File: src/hw/fei4_rx_pkg.sv
// Shared types, 8b10b control codes and register offsets of the FE-I4 receiver.
package fei4_rx_pkg;

    // One decoded symbol from the 8b10b decoder.
    typedef struct packed {
        logic       k;
        logic [7:0] data;
        logic       err;
    } rx_sym_t;

    typedef struct packed {
        logic enable;
        logic soft_rst;
        logic clr_err;
    } rx_ctrl_t;

    typedef struct packed {
        logic       ready;
        logic       dec_err;
        logic       ovf_err;
        logic [7:0] lost_cnt;
    } rx_stat_t;

    localparam logic [7:0] K28_5 = 8'hBC;
    localparam logic [7:0] K28_7 = 8'hFC;
    localparam logic [7:0] K28_1 = 8'h3C;

    // Symbols are held as {a,b,c,d,e,i,f,g,h,j}, bit a arrives first and sits in bit 9.
    localparam logic [9:0] COMMA_N = 10'b0011111010;
    localparam logic [9:0] COMMA_P = 10'b1100000101;

    localparam logic [1:0] REG_RESET  = 2'd0;
    localparam logic [1:0] REG_CTRL   = 2'd1;
    localparam logic [1:0] REG_STATUS = 2'd2;
    localparam logic [1:0] REG_LOST   = 2'd3;

endpackage

File: src/hw/fei4_rx_regs.sv
// Register file of the receiver; decodes four bytes at BASEADDR on the 8-bit bus.
`timescale 1ns/1ps

module fei4_rx_regs #(
    parameter int                   ABUSWIDTH = 16,
    parameter logic [ABUSWIDTH-1:0] BASEADDR  = '0
) (
    input  logic                  bus_clk,
    input  logic                  arst_n,
    input  logic [ABUSWIDTH-1:0]  bus_add,
    input  logic [7:0]            bus_data_in,
    input  logic                  bus_rd,
    input  logic                  bus_wr,
    input  fei4_rx_pkg::rx_stat_t stat,
    output logic [7:0]            bus_data_out,
    output fei4_rx_pkg::rx_ctrl_t ctrl
);
    import fei4_rx_pkg::*;

    logic [ABUSWIDTH-1:0] offset;
    logic                 in_win;
    logic                 wr_reset;
    logic                 wr_ctrl;
    logic                 enable;
    logic                 soft_rst;
    logic                 clr_err;
    logic [7:0]           rd_mux;

    assign offset   = bus_add - BASEADDR;
    // Addresses below BASEADDR wrap to a large offset and fall outside.
    assign in_win   = (offset[ABUSWIDTH-1:2] == '0);
    assign wr_reset = bus_wr && in_win && (offset[1:0] == REG_RESET);
    assign wr_ctrl  = bus_wr && in_win && (offset[1:0] == REG_CTRL);

    always_ff @(posedge bus_clk or negedge arst_n) begin
        if (!arst_n) begin
            enable   <= 1'b0;
            soft_rst <= 1'b0;
            clr_err  <= 1'b0;
        end else begin
            soft_rst <= wr_reset;
            clr_err  <= wr_ctrl && bus_data_in[1];
            if (wr_reset) begin
                enable <= 1'b0;
            end else if (wr_ctrl) begin
                enable <= bus_data_in[0];
            end
        end
    end

    always_comb begin
        case (offset[1:0])
            REG_CTRL:   rd_mux = {7'd0, enable};
            REG_STATUS: rd_mux = {5'd0, stat.ovf_err, stat.dec_err, stat.ready};
            REG_LOST:   rd_mux = stat.lost_cnt;
            default:    rd_mux = 8'd0;
        endcase
    end

    // Read data is valid for one cycle after the strobe.
    always_ff @(posedge bus_clk or negedge arst_n) begin
        if (!arst_n) begin
            bus_data_out <= 8'd0;
        end else begin
            bus_data_out <= (bus_rd && in_win) ? rd_mux : 8'd0;
        end
    end

    assign ctrl = '{enable: enable, soft_rst: soft_rst, clr_err: clr_err};

endmodule

File: src/hw/fei4_rx_align.sv
// Symbol aligner; locks the 10-bit boundary on K28.5 commas and strobes each symbol.
`timescale 1ns/1ps

module fei4_rx_align (
    input  logic       bus_clk,
    input  logic       arst_n,
    input  logic       rx_data,
    input  logic       enable,
    input  logic       soft_rst,
    output logic [9:0] sym,
    output logic       sym_stb,
    output logic       ready
);
    import fei4_rx_pkg::*;

    logic [9:0] shreg;
    logic [3:0] bit_cnt;
    logic       seen;
    logic       comma;
    logic       wrap;

    assign comma = (shreg == COMMA_P) || (shreg == COMMA_N);
    // A full symbol sits in the shift register when the counter wraps.
    assign wrap  = (bit_cnt == 4'd9);

    always_ff @(posedge bus_clk or negedge arst_n) begin
        if (!arst_n) begin
            shreg   <= '0;
            bit_cnt <= '0;
            seen    <= 1'b0;
            ready   <= 1'b0;
            sym_stb <= 1'b0;
        end else if (soft_rst || !enable) begin
            shreg   <= '0;
            bit_cnt <= '0;
            seen    <= 1'b0;
            ready   <= 1'b0;
            sym_stb <= 1'b0;
        end else begin
            shreg   <= {shreg[8:0], rx_data};
            sym_stb <= ready && wrap;
            if (!ready && comma) begin
                // Restart the count at every comma until two agree.
                bit_cnt <= '0;
                seen    <= 1'b1;
                if (seen && wrap) begin
                    ready <= 1'b1;
                end
            end else begin
                bit_cnt <= wrap ? 4'd0 : bit_cnt + 4'd1;
            end
        end
    end

    always_ff @(posedge bus_clk) begin
        if (wrap) begin
            sym <= shreg;
        end
    end

    // Strobes come only while locked, and never closer than one symbol apart.
    a_stb_spacing: assert property (@(posedge bus_clk) disable iff (!arst_n)
        sym_stb |-> ready ##1 !sym_stb [*9])
        else $error("symbol strobe without lock or closer than ten clocks");

endmodule

File: src/hw/fei4_rx_dec8b10b.sv
// 8b10b decoder with code and running disparity checks, one symbol per strobe.
`timescale 1ns/1ps

module fei4_rx_dec8b10b (
    input  logic                 bus_clk,
    input  logic                 arst_n,
    input  logic [9:0]           sym,
    input  logic                 sym_stb,
    input  logic                 soft_rst,
    output fei4_rx_pkg::rx_sym_t out,
    output logic                 out_stb
);
    import fei4_rx_pkg::*;

    logic [5:0] s6;
    logic [3:0] s4;
    logic [3:0] s4_adj;
    logic [4:0] d5;
    logic [2:0] d3;
    logic       v6;
    logic       v4;
    logic       k28;
    logic       p6, n6, p4, n4;
    logic       rd;
    logic       rd_mid;
    logic       rd_next;
    logic       err6;
    logic       err4;

    assign s6  = sym[9:4];
    assign s4  = sym[3:0];
    assign k28 = (s6 == 6'b001111) || (s6 == 6'b110000);
    // The K28 positive form swaps the 4b column, so invert before the table.
    assign s4_adj = (s6 == 6'b110000) ? ~s4 : s4;

    always_comb begin
        v6 = 1'b1;
        case (s6)
            6'b100111, 6'b011000: d5 = 5'd0;
            6'b011101, 6'b100010: d5 = 5'd1;
            6'b101101, 6'b010010: d5 = 5'd2;
            6'b110001:            d5 = 5'd3;
            6'b110101, 6'b001010: d5 = 5'd4;
            6'b101001:            d5 = 5'd5;
            6'b011001:            d5 = 5'd6;
            6'b111000, 6'b000111: d5 = 5'd7;
            6'b111001, 6'b000110: d5 = 5'd8;
            6'b100101:            d5 = 5'd9;
            6'b010101:            d5 = 5'd10;
            6'b110100:            d5 = 5'd11;
            6'b001101:            d5 = 5'd12;
            6'b101100:            d5 = 5'd13;
            6'b011100:            d5 = 5'd14;
            6'b010111, 6'b101000: d5 = 5'd15;
            6'b011011, 6'b100100: d5 = 5'd16;
            6'b100011:            d5 = 5'd17;
            6'b010011:            d5 = 5'd18;
            6'b110010:            d5 = 5'd19;
            6'b001011:            d5 = 5'd20;
            6'b101010:            d5 = 5'd21;
            6'b011010:            d5 = 5'd22;
            6'b111010, 6'b000101: d5 = 5'd23;
            6'b110011, 6'b001100: d5 = 5'd24;
            6'b100110:            d5 = 5'd25;
            6'b010110:            d5 = 5'd26;
            6'b110110, 6'b001001: d5 = 5'd27;
            6'b001110, 6'b001111,
            6'b110000:            d5 = 5'd28;
            6'b101110, 6'b010001: d5 = 5'd29;
            6'b011110, 6'b100001: d5 = 5'd30;
            6'b101011, 6'b010100: d5 = 5'd31;
            default: begin
                d5 = 5'd0;
                v6 = 1'b0;
            end
        endcase
    end

    always_comb begin
        v4 = 1'b1;
        case (s4_adj)
            4'b1011, 4'b0100: d3 = 3'd0;
            4'b1001:          d3 = 3'd1;
            4'b0101:          d3 = 3'd2;
            4'b1100, 4'b0011: d3 = 3'd3;
            4'b1101, 4'b0010: d3 = 3'd4;
            4'b1010:          d3 = 3'd5;
            4'b0110:          d3 = 3'd6;
            4'b1110, 4'b0001,
            4'b0111, 4'b1000: d3 = 3'd7;
            default: begin
                d3 = 3'd0;
                v4 = 1'b0;
            end
        endcase
    end

    // Disparity of each sub-block; rd high means positive.
    assign p6 = ($countones(s6) == 4);
    assign n6 = ($countones(s6) == 2);
    assign p4 = ($countones(s4) == 3);
    assign n4 = ($countones(s4) == 1);

    assign err6 = (p6 && rd) || (n6 && !rd) ||
                  (s6 == 6'b111000 && rd) || (s6 == 6'b000111 && !rd);
    assign rd_mid  = rd ^ (p6 || n6);
    assign err4 = (p4 && rd_mid) || (n4 && !rd_mid) ||
                  (s4 == 4'b1100 && rd_mid) || (s4 == 4'b0011 && !rd_mid);
    assign rd_next = rd_mid ^ (p4 || n4);

    always_ff @(posedge bus_clk or negedge arst_n) begin
        if (!arst_n) begin
            rd      <= 1'b0;
            out_stb <= 1'b0;
        end else if (soft_rst) begin
            rd      <= 1'b0;
            out_stb <= 1'b0;
        end else begin
            out_stb <= sym_stb;
            if (sym_stb) begin
                rd <= rd_next;
            end
        end
    end

    always_ff @(posedge bus_clk) begin
        if (sym_stb) begin
            out <= '{k: k28, data: {d3, d5}, err: !v6 || !v4 || err6 || err4};
        end
    end

endmodule

File: src/hw/fei4_rx_framer.sv
// Record framer; packs three data bytes of a frame into one tagged 32-bit word.
`timescale 1ns/1ps

module fei4_rx_framer #(
    parameter logic [7:0] DATA_IDENTIFIER = 8'h00
) (
    input  logic                 bus_clk,
    input  logic                 arst_n,
    input  fei4_rx_pkg::rx_sym_t in,
    input  logic                 in_stb,
    input  logic                 soft_rst,
    output logic [31:0]          wr_data,
    output logic                 wr_en,
    output logic                 dec_err_pulse
);
    import fei4_rx_pkg::*;

    logic        in_frame;
    logic [1:0]  byte_cnt;
    logic [15:0] head;
    logic        sof;
    logic        eof;
    logic        take;

    // Symbols with a decode error carry no usable byte.
    assign sof  = in_stb && !in.err && in.k && (in.data == K28_7);
    assign eof  = in_stb && !in.err && in.k && (in.data == K28_5);
    assign take = in_stb && !in.err && !in.k && in_frame;

    always_ff @(posedge bus_clk or negedge arst_n) begin
        if (!arst_n) begin
            in_frame      <= 1'b0;
            byte_cnt      <= '0;
            wr_en         <= 1'b0;
            dec_err_pulse <= 1'b0;
        end else if (soft_rst) begin
            in_frame      <= 1'b0;
            byte_cnt      <= '0;
            wr_en         <= 1'b0;
            dec_err_pulse <= 1'b0;
        end else begin
            wr_en         <= take && (byte_cnt == 2'd2);
            dec_err_pulse <= in_stb && in.err;
            if (sof || eof) begin
                // A partial record is dropped at either frame boundary.
                in_frame <= sof;
                byte_cnt <= '0;
            end else if (take) begin
                byte_cnt <= (byte_cnt == 2'd2) ? 2'd0 : byte_cnt + 2'd1;
            end
        end
    end

    always_ff @(posedge bus_clk) begin
        if (take) begin
            if (byte_cnt == 2'd2) begin
                wr_data <= {DATA_IDENTIFIER, head, in.data};
            end else begin
                head <= {head[7:0], in.data};
            end
        end
    end

    a_wr_single: assert property (@(posedge bus_clk) disable iff (!arst_n)
        wr_en |=> !wr_en)
        else $error("FIFO write held longer than one cycle");

endmodule

File: src/hw/fei4_rx_fifo.sv
// First-word-fall-through FIFO for records; drops and flags writes while full.
`timescale 1ns/1ps

module fei4_rx_fifo #(
    parameter int FIFO_DEPTH = 16
) (
    input  logic        bus_clk,
    input  logic        arst_n,
    input  logic        soft_rst,
    input  logic [31:0] wr_data,
    input  logic        wr_en,
    input  logic        rd_en,
    output logic [31:0] rd_data,
    output logic        empty,
    output logic        full,
    output logic        ovf
);
    localparam int AW = $clog2(FIFO_DEPTH);

    logic [31:0] mem [FIFO_DEPTH];
    logic [AW:0] wr_ptr;
    logic [AW:0] rd_ptr;
    logic        push;
    logic        pop;

    // Extra pointer bit tells full from empty.
    assign empty = (wr_ptr == rd_ptr);
    assign full  = (wr_ptr[AW] != rd_ptr[AW]) && (wr_ptr[AW-1:0] == rd_ptr[AW-1:0]);
    assign push  = wr_en && !full;
    assign pop   = rd_en && !empty;

    assign rd_data = mem[rd_ptr[AW-1:0]];

    always_ff @(posedge bus_clk or negedge arst_n) begin
        if (!arst_n) begin
            wr_ptr <= '0;
            rd_ptr <= '0;
            ovf    <= 1'b0;
        end else if (soft_rst) begin
            wr_ptr <= '0;
            rd_ptr <= '0;
            ovf    <= 1'b0;
        end else begin
            ovf <= wr_en && full;
            if (push) begin
                wr_ptr <= wr_ptr + 1'b1;
            end
            if (pop) begin
                rd_ptr <= rd_ptr + 1'b1;
            end
        end
    end

    always_ff @(posedge bus_clk) begin
        if (push) begin
            mem[wr_ptr[AW-1:0]] <= wr_data;
        end
    end

    a_no_pop_empty: assert property (@(posedge bus_clk) disable iff (!arst_n)
        rd_en |-> !empty)
        else $error("read from empty FIFO");

endmodule

File: src/hw/fei4_rx.sv
// Top level of the FE-I4 serial receiver; aligner, decoder, framer, FIFO and registers.
`timescale 1ns/1ps

module fei4_rx #(
    parameter int                   ABUSWIDTH       = 16,
    parameter logic [ABUSWIDTH-1:0] BASEADDR        = '0,
    parameter logic [7:0]           DATA_IDENTIFIER = 8'h00,
    parameter int                   FIFO_DEPTH      = 16
) (
    input  logic                 bus_clk,
    input  logic                 arst_n,
    input  logic [ABUSWIDTH-1:0] bus_add,
    input  logic [7:0]           bus_data_in,
    input  logic                 bus_rd,
    input  logic                 bus_wr,
    output logic [7:0]           bus_data_out,
    input  logic                 rx_data,
    output logic                 rx_ready,
    output logic                 rx_8b10b_decoder_err,
    output logic                 rx_fifo_overflow_err,
    input  logic                 fifo_read,
    output logic                 fifo_empty,
    output logic [31:0]          fifo_data,
    output logic                 rx_fifo_full
);
    import fei4_rx_pkg::*;

    rx_ctrl_t    ctrl;
    rx_stat_t    stat;
    rx_sym_t     dec_sym;
    logic [9:0]  sym;
    logic        sym_stb;
    logic        dec_stb;
    logic        ready;
    logic [31:0] wr_data;
    logic        wr_en;
    logic        dec_err_pulse;
    logic        ovf;
    logic        dec_err;
    logic        ovf_err;
    logic [7:0]  lost_cnt;
    logic        clr;

    assign clr = ctrl.clr_err || ctrl.soft_rst;

    fei4_rx_regs #(.ABUSWIDTH(ABUSWIDTH), .BASEADDR(BASEADDR)) fei4_rx_regs_i (
        .bus_clk, .arst_n, .bus_add, .bus_data_in, .bus_rd, .bus_wr,
        .stat, .bus_data_out, .ctrl
    );

    fei4_rx_align fei4_rx_align_i (
        .bus_clk, .arst_n, .rx_data, .enable(ctrl.enable), .soft_rst(ctrl.soft_rst),
        .sym, .sym_stb, .ready
    );

    fei4_rx_dec8b10b fei4_rx_dec8b10b_i (
        .bus_clk, .arst_n, .sym, .sym_stb, .soft_rst(ctrl.soft_rst),
        .out(dec_sym), .out_stb(dec_stb)
    );

    fei4_rx_framer #(.DATA_IDENTIFIER(DATA_IDENTIFIER)) fei4_rx_framer_i (
        .bus_clk, .arst_n, .in(dec_sym), .in_stb(dec_stb), .soft_rst(ctrl.soft_rst),
        .wr_data, .wr_en, .dec_err_pulse
    );

    fei4_rx_fifo #(.FIFO_DEPTH(FIFO_DEPTH)) fei4_rx_fifo_i (
        .bus_clk, .arst_n, .soft_rst(ctrl.soft_rst), .wr_data, .wr_en,
        .rd_en(fifo_read), .rd_data(fifo_data), .empty(fifo_empty),
        .full(rx_fifo_full), .ovf
    );

    // Sticky error flags.
    always_ff @(posedge bus_clk or negedge arst_n) begin
        if (!arst_n) begin
            dec_err <= 1'b0;
            ovf_err <= 1'b0;
        end else if (clr) begin
            dec_err <= 1'b0;
            ovf_err <= 1'b0;
        end else begin
            dec_err <= dec_err || dec_err_pulse;
            ovf_err <= ovf_err || ovf;
        end
    end

    // Dropped words, saturating at 255.
    always_ff @(posedge bus_clk or negedge arst_n) begin
        if (!arst_n) begin
            lost_cnt <= 8'd0;
        end else if (clr) begin
            lost_cnt <= 8'd0;
        end else if (ovf && lost_cnt != 8'hFF) begin
            lost_cnt <= lost_cnt + 8'd1;
        end
    end

    assign stat = '{ready: ready, dec_err: dec_err, ovf_err: ovf_err, lost_cnt: lost_cnt};

    assign rx_ready             = ready;
    assign rx_8b10b_decoder_err = dec_err;
    assign rx_fifo_overflow_err = ovf_err;

endmodule

File: config.mk
export PLATFORM = sky130hd
export DESIGN_NAME = fei4_rx
export DESIGN_NICKNAME = d
export VERILOG_FILES = /design/src/hw/fei4_rx_pkg.sv /design/src/hw/fei4_rx_regs.sv /design/src/hw/fei4_rx_align.sv /design/src/hw/fei4_rx_dec8b10b.sv /design/src/hw/fei4_rx_framer.sv /design/src/hw/fei4_rx_fifo.sv /design/src/hw/fei4_rx.sv
export SDC_FILE = /design/constraint.sdc
export NUM_CORES = 1
export LEC_CHECK = 0
export BUFFER_PORTS_ARGS = -buffer_cell sky130_fd_sc_hd__clkbuf_2
export CAP_MARGIN = 20
export CORE_MARGIN = 1.5
export CORE_UTILIZATION = 40
export CTS_CLUSTER_SIZE = 30
export DETAILED_ROUTE_END_ITERATION = 6
export MAX_ROUTING_LAYER = met4
export PLACE_DENSITY = 0.61
export SKIP_LAST_GASP = 1
export SLEW_MARGIN = 20
export SYNTH_ARGS = -nofsm -noshare
export SYNTH_HDL_FRONTEND = slang
export SYNTH_SLANG_ARGS = --single-unit
File: constraint.sdc
create_clock -name bus_clk -period 5.55 [get_ports bus_clk]
set_input_delay 0.2775 -clock bus_clk [delete_from_list [all_inputs] [get_ports bus_clk]]
set_output_delay 0.2775 -clock bus_clk [all_outputs]
set_load 0.02 [all_outputs]
== Word-level counts from Yosys, hierarchy flattened ==
Memories as Yosys holds them, arrays and structs flattened.
Index checks and enable logic that the tools add are counted.

* Register bits after elaboration: 116
* RAM bits: 384
* Word-level logic and storage cells: 257
* Memories: 1

{| class="wikitable"
|+ Memories
! name !! words !! width !! rd ports !! clocked after memory_dff !! wr ports !! line !! text
|-
| fei4_rx_fifo_i.mem || 16 || 24 || 1 || 0 || 1 || fei4_rx_fifo.sv:20 || <nowiki>logic [31:0] mem [FIFO_DEPTH];</nowiki>
|}

* Add/sub/neg operators: 13
* Eq/ne operators: 81
* Multiplexer cells: 41
* Bitwise operators: 4
* Reductions and logical operators: 90

{| class="wikitable"
|+ Operators with widths
! operator !! number
|-
| 5-bit one-hot mux with 31 select lines || 1
|-
| 6-bit == test, second input constant || 24
|-
| 32-bit adder || 3
|-
| 6-bit by 5-bit == test with 1-bit output, second input constant || 14
|-
| 32-bit by 3-bit == test with 1-bit output, second input constant || 2
|-
| 48-bit OR reduction || 1
|-
| 6-bit by 4-bit == test with 1-bit output, second input constant || 7
|-
| 4-bit == test, second input constant || 9
|-
| 32-bit by 2-bit == test with 1-bit output, second input constant || 1
|-
| 32-bit by 4-bit == test with 1-bit output, second input constant || 1
|-
| 2-bit OR reduction || 15
|-
| 1-bit logical AND || 29
|-
| 8-bit two-way mux || 3
|-
| 8-bit one-hot mux with 3 select lines || 1
|-
| 1-bit two-way mux || 22
|-
| 3-bit one-hot mux with 7 select lines || 1
|-
| 5-bit two-way mux || 4
|-
| 6-bit by 3-bit == test with 1-bit output, second input constant || 3
|-
| 1-bit logical OR || 18
|-
| 4-bit by 3-bit == test with 1-bit output, second input constant || 4
|-
| 8-bit == test, second input constant || 2
|-
| 4-bit two-way mux || 4
|-
| 2-bit nonzero test || 8
|-
| 14-bit logical NOT || 1
|-
| other kinds (27) || 51
|}

== Depth between registers and ports, before layout ==
Gate-level depths: netlist of run 1.

* Word-level depth: 12
* Mapped depth: 13
* Mapped depth without buffers: 13

== Cells and area by module ==
A second synthesis of run 1 with hierarchy kept.

* Cells, all modules: 1,462
* Area total of the unflattened synthesis: 25,748.4 um2

{| class="wikitable"
|+ By module, submodules not included
! module !! instances !! cells each !! area each (um2) !! seq. area each (um2)
|-
| fei4_rx_fifo || 1 || 1,019 || 20,482.1 || 15,650.0
|-
| fei4_rx_dec8b10b || 1 || 203 || 1,685.4 || 350.3
|-
| fei4_rx_framer || 1 || 74 || 1,564.0 || 1,326.3
|-
| fei4_rx_align || 1 || 64 || 972.2 || 725.7
|-
| fei4_rx_regs || 1 || 49 || 533.0 || 275.3
|-
| fei4_rx || 1 || 53 || 511.7 || 250.2
|}

== Least setup slack after synthesis of run 1 ==
Ideal clock, no wire load.

* Path kind: register to register
* Start: reg fei4_rx_fifo_i.rd_ptr[2]
* End: mem fei4_rx_fifo_i.mem[0][0] (netlist bit) (enable)
* Arrival: 3.661 ns
* Data required time: 5.076 ns
* Slack: 1.415 ns
* Cell stages (with the launch flop): 7
* Cells stage by stage: dfrtp_1 -> buf_4 -> xnor2_1 -> nand4_2 -> o21ai_1 -> buf_2 -> nor4b_1

* Word-level cells in the longest chain between the ends: 6

{| class="wikitable"
|+ Ends and longest elaborated chain
! what !! line !! text
|-
| from (decl) || fei4_rx_fifo.sv:22 || <nowiki>logic [AW:0] rd_ptr;</nowiki>
|-
| from (signal assigned) || fei4_rx_fifo.sv:49 || <nowiki>rd_ptr <= rd_ptr + 1'b1;</nowiki>
|-
| 4-bit == test || fei4_rx_fifo.sv:28 || <nowiki>assign full = (wr_ptr[AW] != rd_ptr[AW]) && (wr_ptr[AW-1:0] == rd_ptr[AW-1:0]);</nowiki>
|-
| 1-bit logical AND || fei4_rx_fifo.sv:28 ||
|-
| 1-bit logical NOT || fei4_rx_fifo.sv:29 || <nowiki>assign push = wr_en && !full;</nowiki>
|-
| 1-bit logical AND || fei4_rx_fifo.sv:29 ||
|-
| 1-bit two-way mux || fei4_rx_fifo.sv:55 || <nowiki>if (push) begin</nowiki>
|-
| 1-bit two-way mux (not written as such) || fei4_rx_fifo.sv:56 || <nowiki>mem[wr_ptr[AW-1:0]] <= wr_data;</nowiki>
|-
| to (decl) || fei4_rx_fifo.sv:20 ||
|}

Every way passes these cells.

== Worst setup path after layout of run 1 ==
* Start: reg fei4_rx_fifo_i.rd_ptr[1]
* End: out fifo_data[14]

* Word-level cells in the longest chain between the ends: 1

{| class="wikitable"
|+ Ends and longest elaborated chain
! what !! line !! text
|-
| memory 16 x 24 bit || - ||
|-
| to (decl) || fei4_rx.sv:23 || <nowiki>output logic [31:0] fifo_data,</nowiki>
|}

Every way passes these cells.

==> flow_summary.ini, run 1 <==
[outcome]
outcome = finished clean

[placement]
gp_congestion = 0.771
post_detail_place_hpwl_mm = 21.5
preCtsSetupSlack_ns = 2.00
port_buffers = 60

[clock_tree]
cts_buffers = 50
root_buffer = clkbuf_16
cts_setup_buffers = 0
cts_tree = done
cts_num_sinks = 500
cts_buffer_depth = 3
cts.clk_slew.worst_paths_ns = 0.06
cts_htree_levels = 2
post_cts.resized_instances = 0
worstSkewPairLatency_ns = 0.60

[route]
drcViolationCount = 0
num_vias = 9874
drt-vias-per-instance = 5.36
route.antenna.remaining_nets = 0
initial_drt_pass_iterations = 5
drt-total-wl_mm = 40.1
wl_per_cell_um = 21.7
drt_iter0_markers = 849

[yosys]
postSynth.asyncResetShare_pct = 11.2
netlist_area_um2 = 20100
ys.flop_type = edfxtp_1
yosysWarningCount = 0
synth.avg_cell_area_um2 = 19.3
synth.top_cells.by_area = edfxtp_1 66%, mux4_2 13%, dfrtp_1 7.0%, ha_1 1.9%, nor2_1 0.78%
yosysTopAreaCellShare_pct = 66.2
synth_cell_type_count = 62
synth-seq-area-share_pct = 73.2
synth_area_leader_cell = edfxtp_1
synth-edff-count = 444
syn_inst = 1043
ys_seq_elements = 500

[critical_path]
setup.worst_path.start_class = flip-flop
path_class = reg -> out
cp_slowest_stage_delay_ns = 1.09
critical_path.most_common_cell = mux4_2
worst_path_required_ns = 5.27
cp_cell_sequence = buf_4 > mux4_2 > mux4_2 > clkbuf_2
endpoint_class_of_the_critical_path = output port
worstPathArrival_ns = 3.45
critical_path.slowest_cell = dfrtp_4
timing.critical_path.fanout_max = 66

[cells_and_area]
mostFrequentLayoutCells = 444 x edfxtp_1, 120 x mux4_2, 60 x clkbuf_2, 53 x dfrtp_1, 51 x clkbuf_16
layout_commonest_cell = edfxtp_1
seq_area_um2 = 14700
area_growth_syn_to_layout_pct = 13.1
multi_input_comb_area_um2 = 5050
drive_gt1_share_pct = 24.2
fillerInstances = 4258
finish.net_count = 1193

[floorplanning]
floorplan.die.height_um = 227
fp.coreArea_um2 = 50000
floorplan.initialDensity_pct = 40.3
die_w_um = 227
io-pin-count = 75
fp-row-count = 82
floorplan.die_area_um2 = 51700

[timing]
fin_worst_hold_slack_ns = 0.0524
finalSetupViolCount = 0
rsz0062_at_grt = no
fin_tns_setup_ns = 0
achievable-frequency_mhz = 268
fin_worst_skew_ns = 0.0361
finalCritPeriodShare_pct = 67.1
timing.final.crit_period_ns = 3.73
final_max_slew_viol_count = 0
final_hold_vio_count = 0
post-route-worst-setup-slack_ns = 1.82
timing.max_slew.rel_slack_pct = 32.3
worst_slew_pin_slew_ns = 1.02

[global_routing]
largest_net_degree_at_the_start_of_global_routing = 100
wire_length_of_the_first_global_routing_pass_mm = 62.0
antenna_found_initial = 1
global_route.overflow_total = 0
first_global_vias = 10300
track_usage_pct = 16.7

[job]
cap_violations = 0

[power]
power.static_leakage_nw = 7.58
worst_ir_drop_vdd_mv = 0.203
power.density_nw_per_um2 = 320

[worst_hold_path]
holdCritPathClass = in -> reg
## metrics by stage
step           area [um2]  util [%]  power, mW  instances
6_report            22800      45.6       7.29       1843
5_1_grt             22800      45.6       7.53       1843
4_1_cts             22800      45.6       7.38       1842
3_5_place_dp        21200      42.5       4.28       1745
3_3_place_gp        21200      42.5       4.28       1745
2_1_floorplan       20200         -       4.25       1050
## cell families after synthesis
group / count (synthesis) / share of synthesized area [%]
other cells: 1 / 0.0186
mux: 129 / 13.9
flops: 500 / 73.2
buf+inv: 88 / 2.12
simple gates: 191 / 5.16
compound gates: 80 / 2.63
fa+ha+maj: 32 / 2.06
xor+xnor: 22 / 0.957
## cell usage after synthesis, types with 2 or more instances
cell,count
edfxtp_1,444
mux4_2,120
dfrtp_1,56
nor2_1,42
clkbuf_1,30
ha_1,30
inv_1,28
nand2_1,27
nand3_1,24
and2_1,22
o21ai_0,21
a21oi_1,17
buf_2,16
xor2_1,14
and3_1,11
nand4_1,11
nor3_1,10
buf_4,9
xnor2_1,8
mux2i_1,7
nor3b_1,7
a22o_1,6
a31oi_1,6
nor4_1,6
o211ai_1,6
or3_1,6
nor4b_1,5
a22oi_1,3
buf_8,3
nand2b_1,3
nor2b_1,3
a221oi_1,2
a222oi_1,2
a311o_1,2
a32oi_1,2
and4_1,2
fa_1,2
mux2_2,2
nand4bb_1,2
o21ai_1,2
o311ai_0,2
or2_2,2
## power by group
part,switching [mW],internal (mW)
combinational,0.0698,0.0481
sequential,0.0176,4.07
clock,1.38,1.70
total,1.47,5.82
## worst max-delay path, delay by kind of cell (launching register included)
kind	cells	cell delay, ns
muxes	2	0.95
DFF	1	1.09
buffers and inverters	2	0.79
## timing repair
action,CTS,global route
hold buffers,6,0
endpoints found under the hold margin,60,0
endpoints found under the setup margin,0,0
## worst paths after layout
kind	endpoint	cells past startpoint	slack, ns	startpoint
worst max-delay path	fifo_data[14]	4	1.82	fei4_rx_fifo_i.rd_ptr[1]
worst min-delay path	fei4_rx_regs_i.clr_err	2	0.05	bus_add[0]
worst max register to register	fei4_rx_fifo_i.mem[14][22]	6	2.03	fei4_rx_fifo_i.rd_ptr[1]
worst min register to register	fei4_rx_framer_i.wr_data[23]	0	0.42	fei4_rx_framer_i.head[15]
max in group asynchronous	fei4_rx_fifo_i.rd_ptr[0]	3	4.61	arst_n
min in group asynchronous	lost_cnt[1]	3	0.38	arst_n
## cell type report
| cell class | instances | area share, % |
|---|---|---|
| sequential | 500 | 64.7 |
| multi-input combinational | 462 | 22.2 |
| antenna | 1 | 0.0110 |
| clock inverter | 22 | 0.654 |
| timing repair buffer | 89 | 2.39 |
| inverter | 28 | 0.461 |
| tap | 672 | 3.69 |
| clock buffer | 69 | 5.90 |
## sequential cells by signal (all words and copies together), names as in the netlist, 2 cells and up
name,flops
fei4_rx_regs_i.bus_data_out,8
fei4_rx_fifo_i.rd_ptr,5
fei4_rx_align_i.shreg,10
fei4_rx_fifo_i.mem,384
fei4_rx_framer_i.head,16
fei4_rx_framer_i.byte_cnt,2
fei4_rx_dec8b10b_i.out,10
lost_cnt,8
fei4_rx_framer_i.wr_data,24
fei4_rx_align_i.sym,10
fei4_rx_align_i.bit_cnt,4
fei4_rx_fifo_i.wr_ptr,5
## layer usage
metal  track usage (%)  vias up  routed length, um
met1              21.6     5180              17300
met4              4.98        0                927
met5                 -        -                  0
met3              2.90       72               1850
met2              27.1      250              20000
li1                  -     4372                  -
Power figures use the tool's default switching activity.
==> run 2, diff against run 1 <==
ABC_AREA = 1   (was unset)
PLACE_DENSITY = 0.63   (was 0.61)
clock period = 3 ns   (was 5.55 ns; I/O delays follow)
==> run 2 against run 1 <==
  * Global-route usage up 2.5 points
  * Clock power increased by 99%
  * Cell area is 4.9% higher
  * Non-clock buffer count up 19
  * Sequential cell count unchanged
  * Count of clock-buffer cells in the layout decreased by 1
  * Wire length increased by 23%
  * Synthesized area up 3.8%
  * Clock skew down 0.025 ns
  * Critical path type unchanged
  * Critical endpoint is now fifo_data[23]
  * Largest cell class unchanged
==> flow_summary.ini, run 2 <==
[yosys]
synth_area_leader_cell = edfxtp_1
yosysWarningCount = 0
synth.avg_cell_area_um2 = 12.0
ys_seq_elements = 500
synth-edff-count = 444
synthMostInstantiatedCell = edfxtp_1
netlist_area_um2 = 20900
postSynth.asyncResetShare_pct = 11.2
synthTopCellsByCount = 444 x edfxtp_1, 382 x nor2_1, 169 x nand2_1, 163 x o21ai_0, 112 x nand3_1
syn_inst = 1744
synth.top_cells.by_area = edfxtp_1 64%, nor2_1 6.9%, dfrtp_1 6.7%, o21ai_0 3.9%, nand2_1 3.0%
synth_cell_type_count = 43
yosysTopAreaCellShare_pct = 63.8
ys.flop_type = edfxtp_1
synth-seq-area-share_pct = 70.5

[outcome]
outcome = finished clean

[critical_path]
worst_r2r_endpoint = fei4_rx_dec8b10b_i.out[0]
rrSetupSlack_ns = 0.22
critical_path.slowest_cell = buf_4
path_class = reg -> out
reg2reg_depth = 14
setup.worst_path.start_class = flip-flop
launching_point_of_the_worst_reg2reg_path = fei4_rx_align_i.sym[6]
endpoint_class_of_the_critical_path = output port
cp.depth = 7
cp_slowest_stage_delay_ns = 0.52
crit_path_end = fifo_data[23]
worst_path_required_ns = 2.85
worst_path_dominant_cell_family = buffers and inverters
critical_path.startpoint = fei4_rx_fifo_i.rd_ptr[2]
cp_num_buf_inv = 4
timing.critical_path.fanout_max = 37
cp_cell_sequence = buf_4 > clkinv_2 > buf_4 > o211ai_1 > nand3_1 > nand3_1 > clkbuf_2
worstPathArrival_ns = 2.80

[placement]
placed_cell_area_um2 = 22200
placed_cells_incl_taps = 2425
post_detail_place_hpwl_mm = 27.5
port_buffers = 60
gp_congestion = 0.824

[floorplanning]
die_w_um = 232
floorplan.initialDensity_pct = 40.6
floorplan.die_area_um2 = 53600
fp-row-count = 83
floorplan.die.height_um = 232
fp.coreArea_um2 = 51500
io-pin-count = 75

[cells_and_area]
drive_gt1_share_pct = 10.8
finish.net_count = 1872
multi_input_comb_area_um2 = 5510
seq_area_um2 = 14700
finalInstanceArea_um2 = 23900
final-instance-count-excl-fill = 2532
fillerInstances = 4659
layout_commonest_cell = edfxtp_1
mostFrequentLayoutCells = 444 x edfxtp_1, 365 x nor2_1, 169 x nand2_1, 163 x o21ai_0, 112 x nand3_1
largest_register_ffs = 384
area_growth_syn_to_layout_pct = 14.4

[route]
drt-total-wl_mm = 49.4
drcViolationCount = 0
initial_drt_pass_iterations = 5
drt-vias-per-instance = 5.39
route.antenna.remaining_nets = 0
num_vias = 13600
wl_per_cell_um = 19.5
drt_iter0_markers = 1231

[clock_tree]
cts_buffer_depth = 3
cts_htree_levels = 2
cts_num_sinks = 500
worstSkewPairLatency_ns = 0.59
cts.clk_slew.worst_paths_ns = 0.06
cts_setup_buffers = 0
cts_buffers = 50
root_buffer = clkbuf_16
cts_tree = done

[global_routing]
global_route.overflow_total = 0
wire_length_of_the_first_global_routing_pass_mm = 76.6
grt.met3_usage_pct = 2.93
grt-busiest-layer = met2
antenna_found_initial = 1
groute.layer.met2.usage_pct = 31.1
global_route.usage.met1_pct = 25.2
largest_net_degree_at_the_start_of_global_routing = 196
first_global_vias = 13500
track_usage_pct = 19.2

[timing]
finalCritPeriodShare_pct = 98.4
fin_tns_setup_ns = 0
timing.max_slew.rel_slack_pct = 29.2
finalSetupViolCount = 0
achievable-frequency_mhz = 339
timing.final.crit_period_ns = 2.95
worst_slew_pin_slew_ns = 1.06
final_hold_vio_count = 0
final_max_slew_viol_count = 0
fin_worst_skew_ns = 0.0114
fin_worst_hold_slack_ns = 0.0386

[power]
post-layout-total-power_mw = 13.7
worst_ir_drop_vdd_mv = 0.338
power.density_nw_per_um2 = 571
power.static_leakage_nw = 9.39

[job]
cap_violations = 0

[worst_hold_path]
holdCritPathClass = in -> reg
[run 2: cell types whose count changed in the layout (fill, tap and decap cells not counted), moves of 45 or more]
cell | before | now
o32ai_1 | 0 | 48
mux4_2 | 120 | 0
nand3_1 | 24 | 112
o21ai_0 | 21 | 163
o211ai_1 | 6 | 51
nor2_1 | 42 | 365
nand2_1 | 27 | 169
[run 2: what timing repair did]
action	in CTS	in global routing
hold buffers	13	0
hold endpoints to repair	51	0
endpoints found under the setup margin	6	10
gates resized for setup	1	3
[run 2: cell families after synthesis]
family	count (synthesis)	synth area share [%]
simple gates	718	14.3
flops	500	70.5
xor+xnor	15	0.629
fa+ha+maj	32	1.99
compound gates	299	8.75
other cells	1	0.0179
buf+inv	179	3.83
[run 2: worst reg2reg max path, delay by kind of cell (launching register included)]
kind | cells | cell delay (ns)
adder cells (fa/ha/maj) | 4 | 1.13
buffers and inverters | 1 | 0.05
XOR/XNOR | 1 | 0.17
AND/OR/NAND/NOR | 8 | 0.72
flip-flops | 1 | 0.45
[run 2: area by class of cell]
class	instances	area share, %
diodes	1	0.0105
repair buffers	108	3.72
well taps	680	3.56
inverters	78	1.27
clock buffers	68	5.56
multi-input cells	1072	23.1
clock inverters	25	1.15
flip-flops and latches	500	61.7
[run 2: where the power goes]
part | switching (mW) | internal, mW
sequential | 0.0000241 | 7.47
combinational | 0.0348 | 0.0201
clock | 2.58 | 3.55
total | 2.61 | 11.0
[run 2: routing by layer]
layer  vias to the layer above  share of wire, %
met4                         0               2.0
met3                        78               6.9
met2                       472                48
met5                         -                 0
li1                       6342                 -
met1                      6744                43
[run 2: worst min path at each step]
stage,start,to,cells after the start
after detailed placement,arst_n,fei4_rx_regs_i.bus_data_out[5],1
after floorplan,arst_n,fei4_rx_align_i.bit_cnt[0],0
after global routing,bus_add[15],fei4_rx_regs_i.bus_data_out[6],4
after CTS,bus_add[2],fei4_rx_regs_i.bus_data_out[7],4
final,bus_add[14],fei4_rx_regs_i.bus_data_out[7],4
after global placement,arst_n,fei4_rx_regs_i.bus_data_out[3],1
[run 2: per-stage QoR]
step,worst slack (ns),util [%]
3_3_place_gp,0.266,43.0
2_1_floorplan,0.186,-
3_5_place_dp,0.217,43.0
5_1_grt,-0.00117,46.4
4_1_cts,0.0403,46.4
6_report,0.0495,46.4
==> run 3, diff against run 2 <==
PLACE_DENSITY = 0.6   (was 0.63)
REMOVE_ABC_BUFFERS = 1   (was unset)
==> run 3 against run 2 <==
  * Die area unchanged
  * Cell area is 0.70% lower
  * Largest power group unchanged
  * Non-clock buffer count fell by 7
  * Highest routed layer unchanged
  * Largest cell class unchanged
==> flow_summary.ini, run 3 (synthesis results as in run 2) <==
[timing]
finalCritPeriodShare_pct = 96.6
fin_worst_hold_slack_ns = 0.0259
post-route-worst-setup-slack_ns = 0.102
final_hold_vio_count = 0
rsz0062_at_grt = yes
worst_slew_pin_slew_ns = 1.10
fin_worst_skew_ns = 0.0294
final_max_slew_viol_count = 0
timing.max_slew.rel_slack_pct = 26.6
finalSetupViolCount = 0
timing.final.crit_period_ns = 2.90
achievable-frequency_mhz = 345

[route]
drt-vias-per-instance = 5.30
met2RoutedLength_mm = 22.7
route.antenna.remaining_nets = 0
drt-total-wl_mm = 47.2
drt_iter0_markers = 1103
met3RoutedLength_mm = 2.49
wirelength_met1_mm = 21.0
num_vias = 13300
initial_drt_pass_iterations = 5
top_signal_layer_used = met4
drcViolationCount = 0
wl_per_cell_um = 18.7

[clock_tree]
cts.clk_slew.worst_paths_ns = 0.06
cts_buffers = 50
cts_buffer_depth = 3
cts_htree_levels = 2
root_buffer = clkbuf_16
cts_num_sinks = 500
worstSkewPairLatency_ns = 0.61
cts_setup_buffers = 0
cts_tree = done

[cells_and_area]
finish.net_count = 1865
area_growth_syn_to_layout_pct = 13.6
layout_commonest_cell = edfxtp_1
fillerInstances = 4602
antenna_cells_inserted = 0
drive_gt1_share_pct = 10.3
mostFrequentLayoutCells = 444 x edfxtp_1, 365 x nor2_1, 169 x nand2_1, 163 x o21ai_0, 112 x nand3_1
largest_register_ffs = 384

[worst_hold_path]
min_delay_path_depth = 4
hold_path.startpoint = bus_add[15]
hold_path_end = fei4_rx_regs_i.bus_data_out[7]
holdCritPathClass = in -> reg

[floorplanning]
io-pin-count = 75
fp-row-count = 83
floorplan.die_area_um2 = 53600
fp.coreArea_um2 = 51500
die_w_um = 232
floorplan.initialDensity_pct = 40.6
floorplan.die.height_um = 232

[placement]
port_buffers = 60
gp_congestion = 0.830
post_detail_place_hpwl_mm = 25.8
preCtsSetupSlack_ns = 0.230

[critical_path]
worst_r2r_endpoint = fei4_rx_dec8b10b_i.out[0]
worstPathArrival_ns = 2.75
endpoint_class_of_the_critical_path = output port
setup.worst_path.start_class = flip-flop
critical_path.slowest_cell = inv_2
launching_point_of_the_worst_reg2reg_path = fei4_rx_align_i.sym[6]
cp_cell_sequence = buf_4 > nand2_1 > inv_2 > nand2_1 > nand3_1 > clkbuf_2
worst_path_required_ns = 2.85
reg2reg_depth = 14
rrSetupSlack_ns = 0.29
critical_path.most_common_cell = nand2_1
cp_slowest_stage_delay_ns = 0.64
path_class = reg -> out
timing.critical_path.fanout_max = 37

[global_routing]
global_route.overflow_total = 0
first_global_vias = 13200
largest_net_degree_at_the_start_of_global_routing = 196
antenna_found_initial = 0
track_usage_pct = 18.2
wire_length_of_the_first_global_routing_pass_mm = 73.4

[job]
cap_violations = 0

[power]
switching_share_pct = 19.2
power.net_switching_mw = 2.59
combPwrFrac_pct = 0.4
worst_ir_drop_vdd_mv = 0.415
power.static_leakage_nw = 9.31
power.internal_mw = 10.9
power.share.sequential_pct = 55.5
power.density_nw_per_um2 = 567
power.clock.fraction_pct = 44.0

[outcome]
outcome = finished clean
run 3: changes by cell type in the layout (fill, tap and decap cells not counted), sizes merged:
| cell | change |
|---|---|
| clkinv | -2 |
| clkbuf | +3 |
| bufinv | -3 |
| buf | -8 |
| clkinvlp | -2 |
| diode | -1 |
run 3: power by group through the flow:
stage | combinational (mW) | sequential (mW) | clock [mW]
after floorplan | 0.0141 | 7.62 | 0
after global placement | 0.0473 | 7.62 | 0
after detailed placement | 0.0489 | 7.62 | 0
after CTS | 0.0568 | 7.47 | 6.05
after global routing | 0.0646 | 7.47 | 6.32
final | 0.0565 | 7.47 | 5.93
run 3: metal layers:
layer	vias up	track usage, %
met5	-	-
met2	365	29.8
met1	6565	23.5
met3	82	2.71
met4	0	5.60
li1	6333	-
run 3: repair_timing:
item / 4_1_cts / 5_1_grt
endpoints found under the hold margin: 60 / 0
hold buffers: 13 / 0
endpoints found under the setup margin: 0 / 5
gates resized for setup: 0 / 2
run 3: worst max-delay path, delay by kind of cell (launching register included):
family        cells  cell delay [ns]
flops             1             0.36
simple gates      3             0.46
buf+inv           3             1.33
run 3: metrics by stage:
| step | total power [mW] | TNS, ns | instance area (um2) | cells | utilization (%) |
|---|---|---|---|---|---|
| floorplan | 7.63 | -832.68 | 20400 | 1650 | - |
| detailed placement | 7.67 | 0 | 22000 | 2415 | 42.6 |
| global route | 13.9 | -0.0162 | 23700 | 2519 | 46.1 |
| global placement | 7.67 | 0 | 21900 | 2413 | 42.6 |
| finish | 13.5 | 0 | 23700 | 2519 | 46.1 |
| CTS | 13.6 | 0 | 23700 | 2516 | 45.9 |
run 3: worst max-delay path by stage:
| stage | cells past startpoint | endpoint | slack [ns] | from |
|---|---|---|---|---|
| after floorplan | 5 | fifo_data[22] | -3.14 | fei4_rx_fifo_i.rd_ptr[0] |
| after detailed placement | 14 | fei4_rx_dec8b10b_i.out[0] | 0.23 | fei4_rx_align_i.sym[6] |
| after global placement | 14 | fei4_rx_dec8b10b_i.out[0] | 0.28 | fei4_rx_align_i.sym[6] |
| after global routing | 6 | fifo_data[6] | -0.01 | fei4_rx_fifo_i.rd_ptr[2] |
| after CTS | 6 | fifo_data[0] | 0.05 | fei4_rx_fifo_i.rd_ptr[2] |
| final | 6 | fifo_data[0] | 0.10 | fei4_rx_fifo_i.rd_ptr[2] |
run 3: cell type report:
| cell class | instances | area, um2 | share of cell area, % |
|---|---|---|---|
| flip-flops and latches | 500 | 14700 | 62.1 |
| multi-input cells | 1072 | 5520 | 23.3 |
| clock buffers | 70 | 1380 | 5.80 |
| well taps | 680 | 851 | 3.58 |
| repair buffers | 101 | 766 | 3.23 |
| inverters | 78 | 299 | 1.26 |
| clock inverters | 18 | 181 | 0.764 |
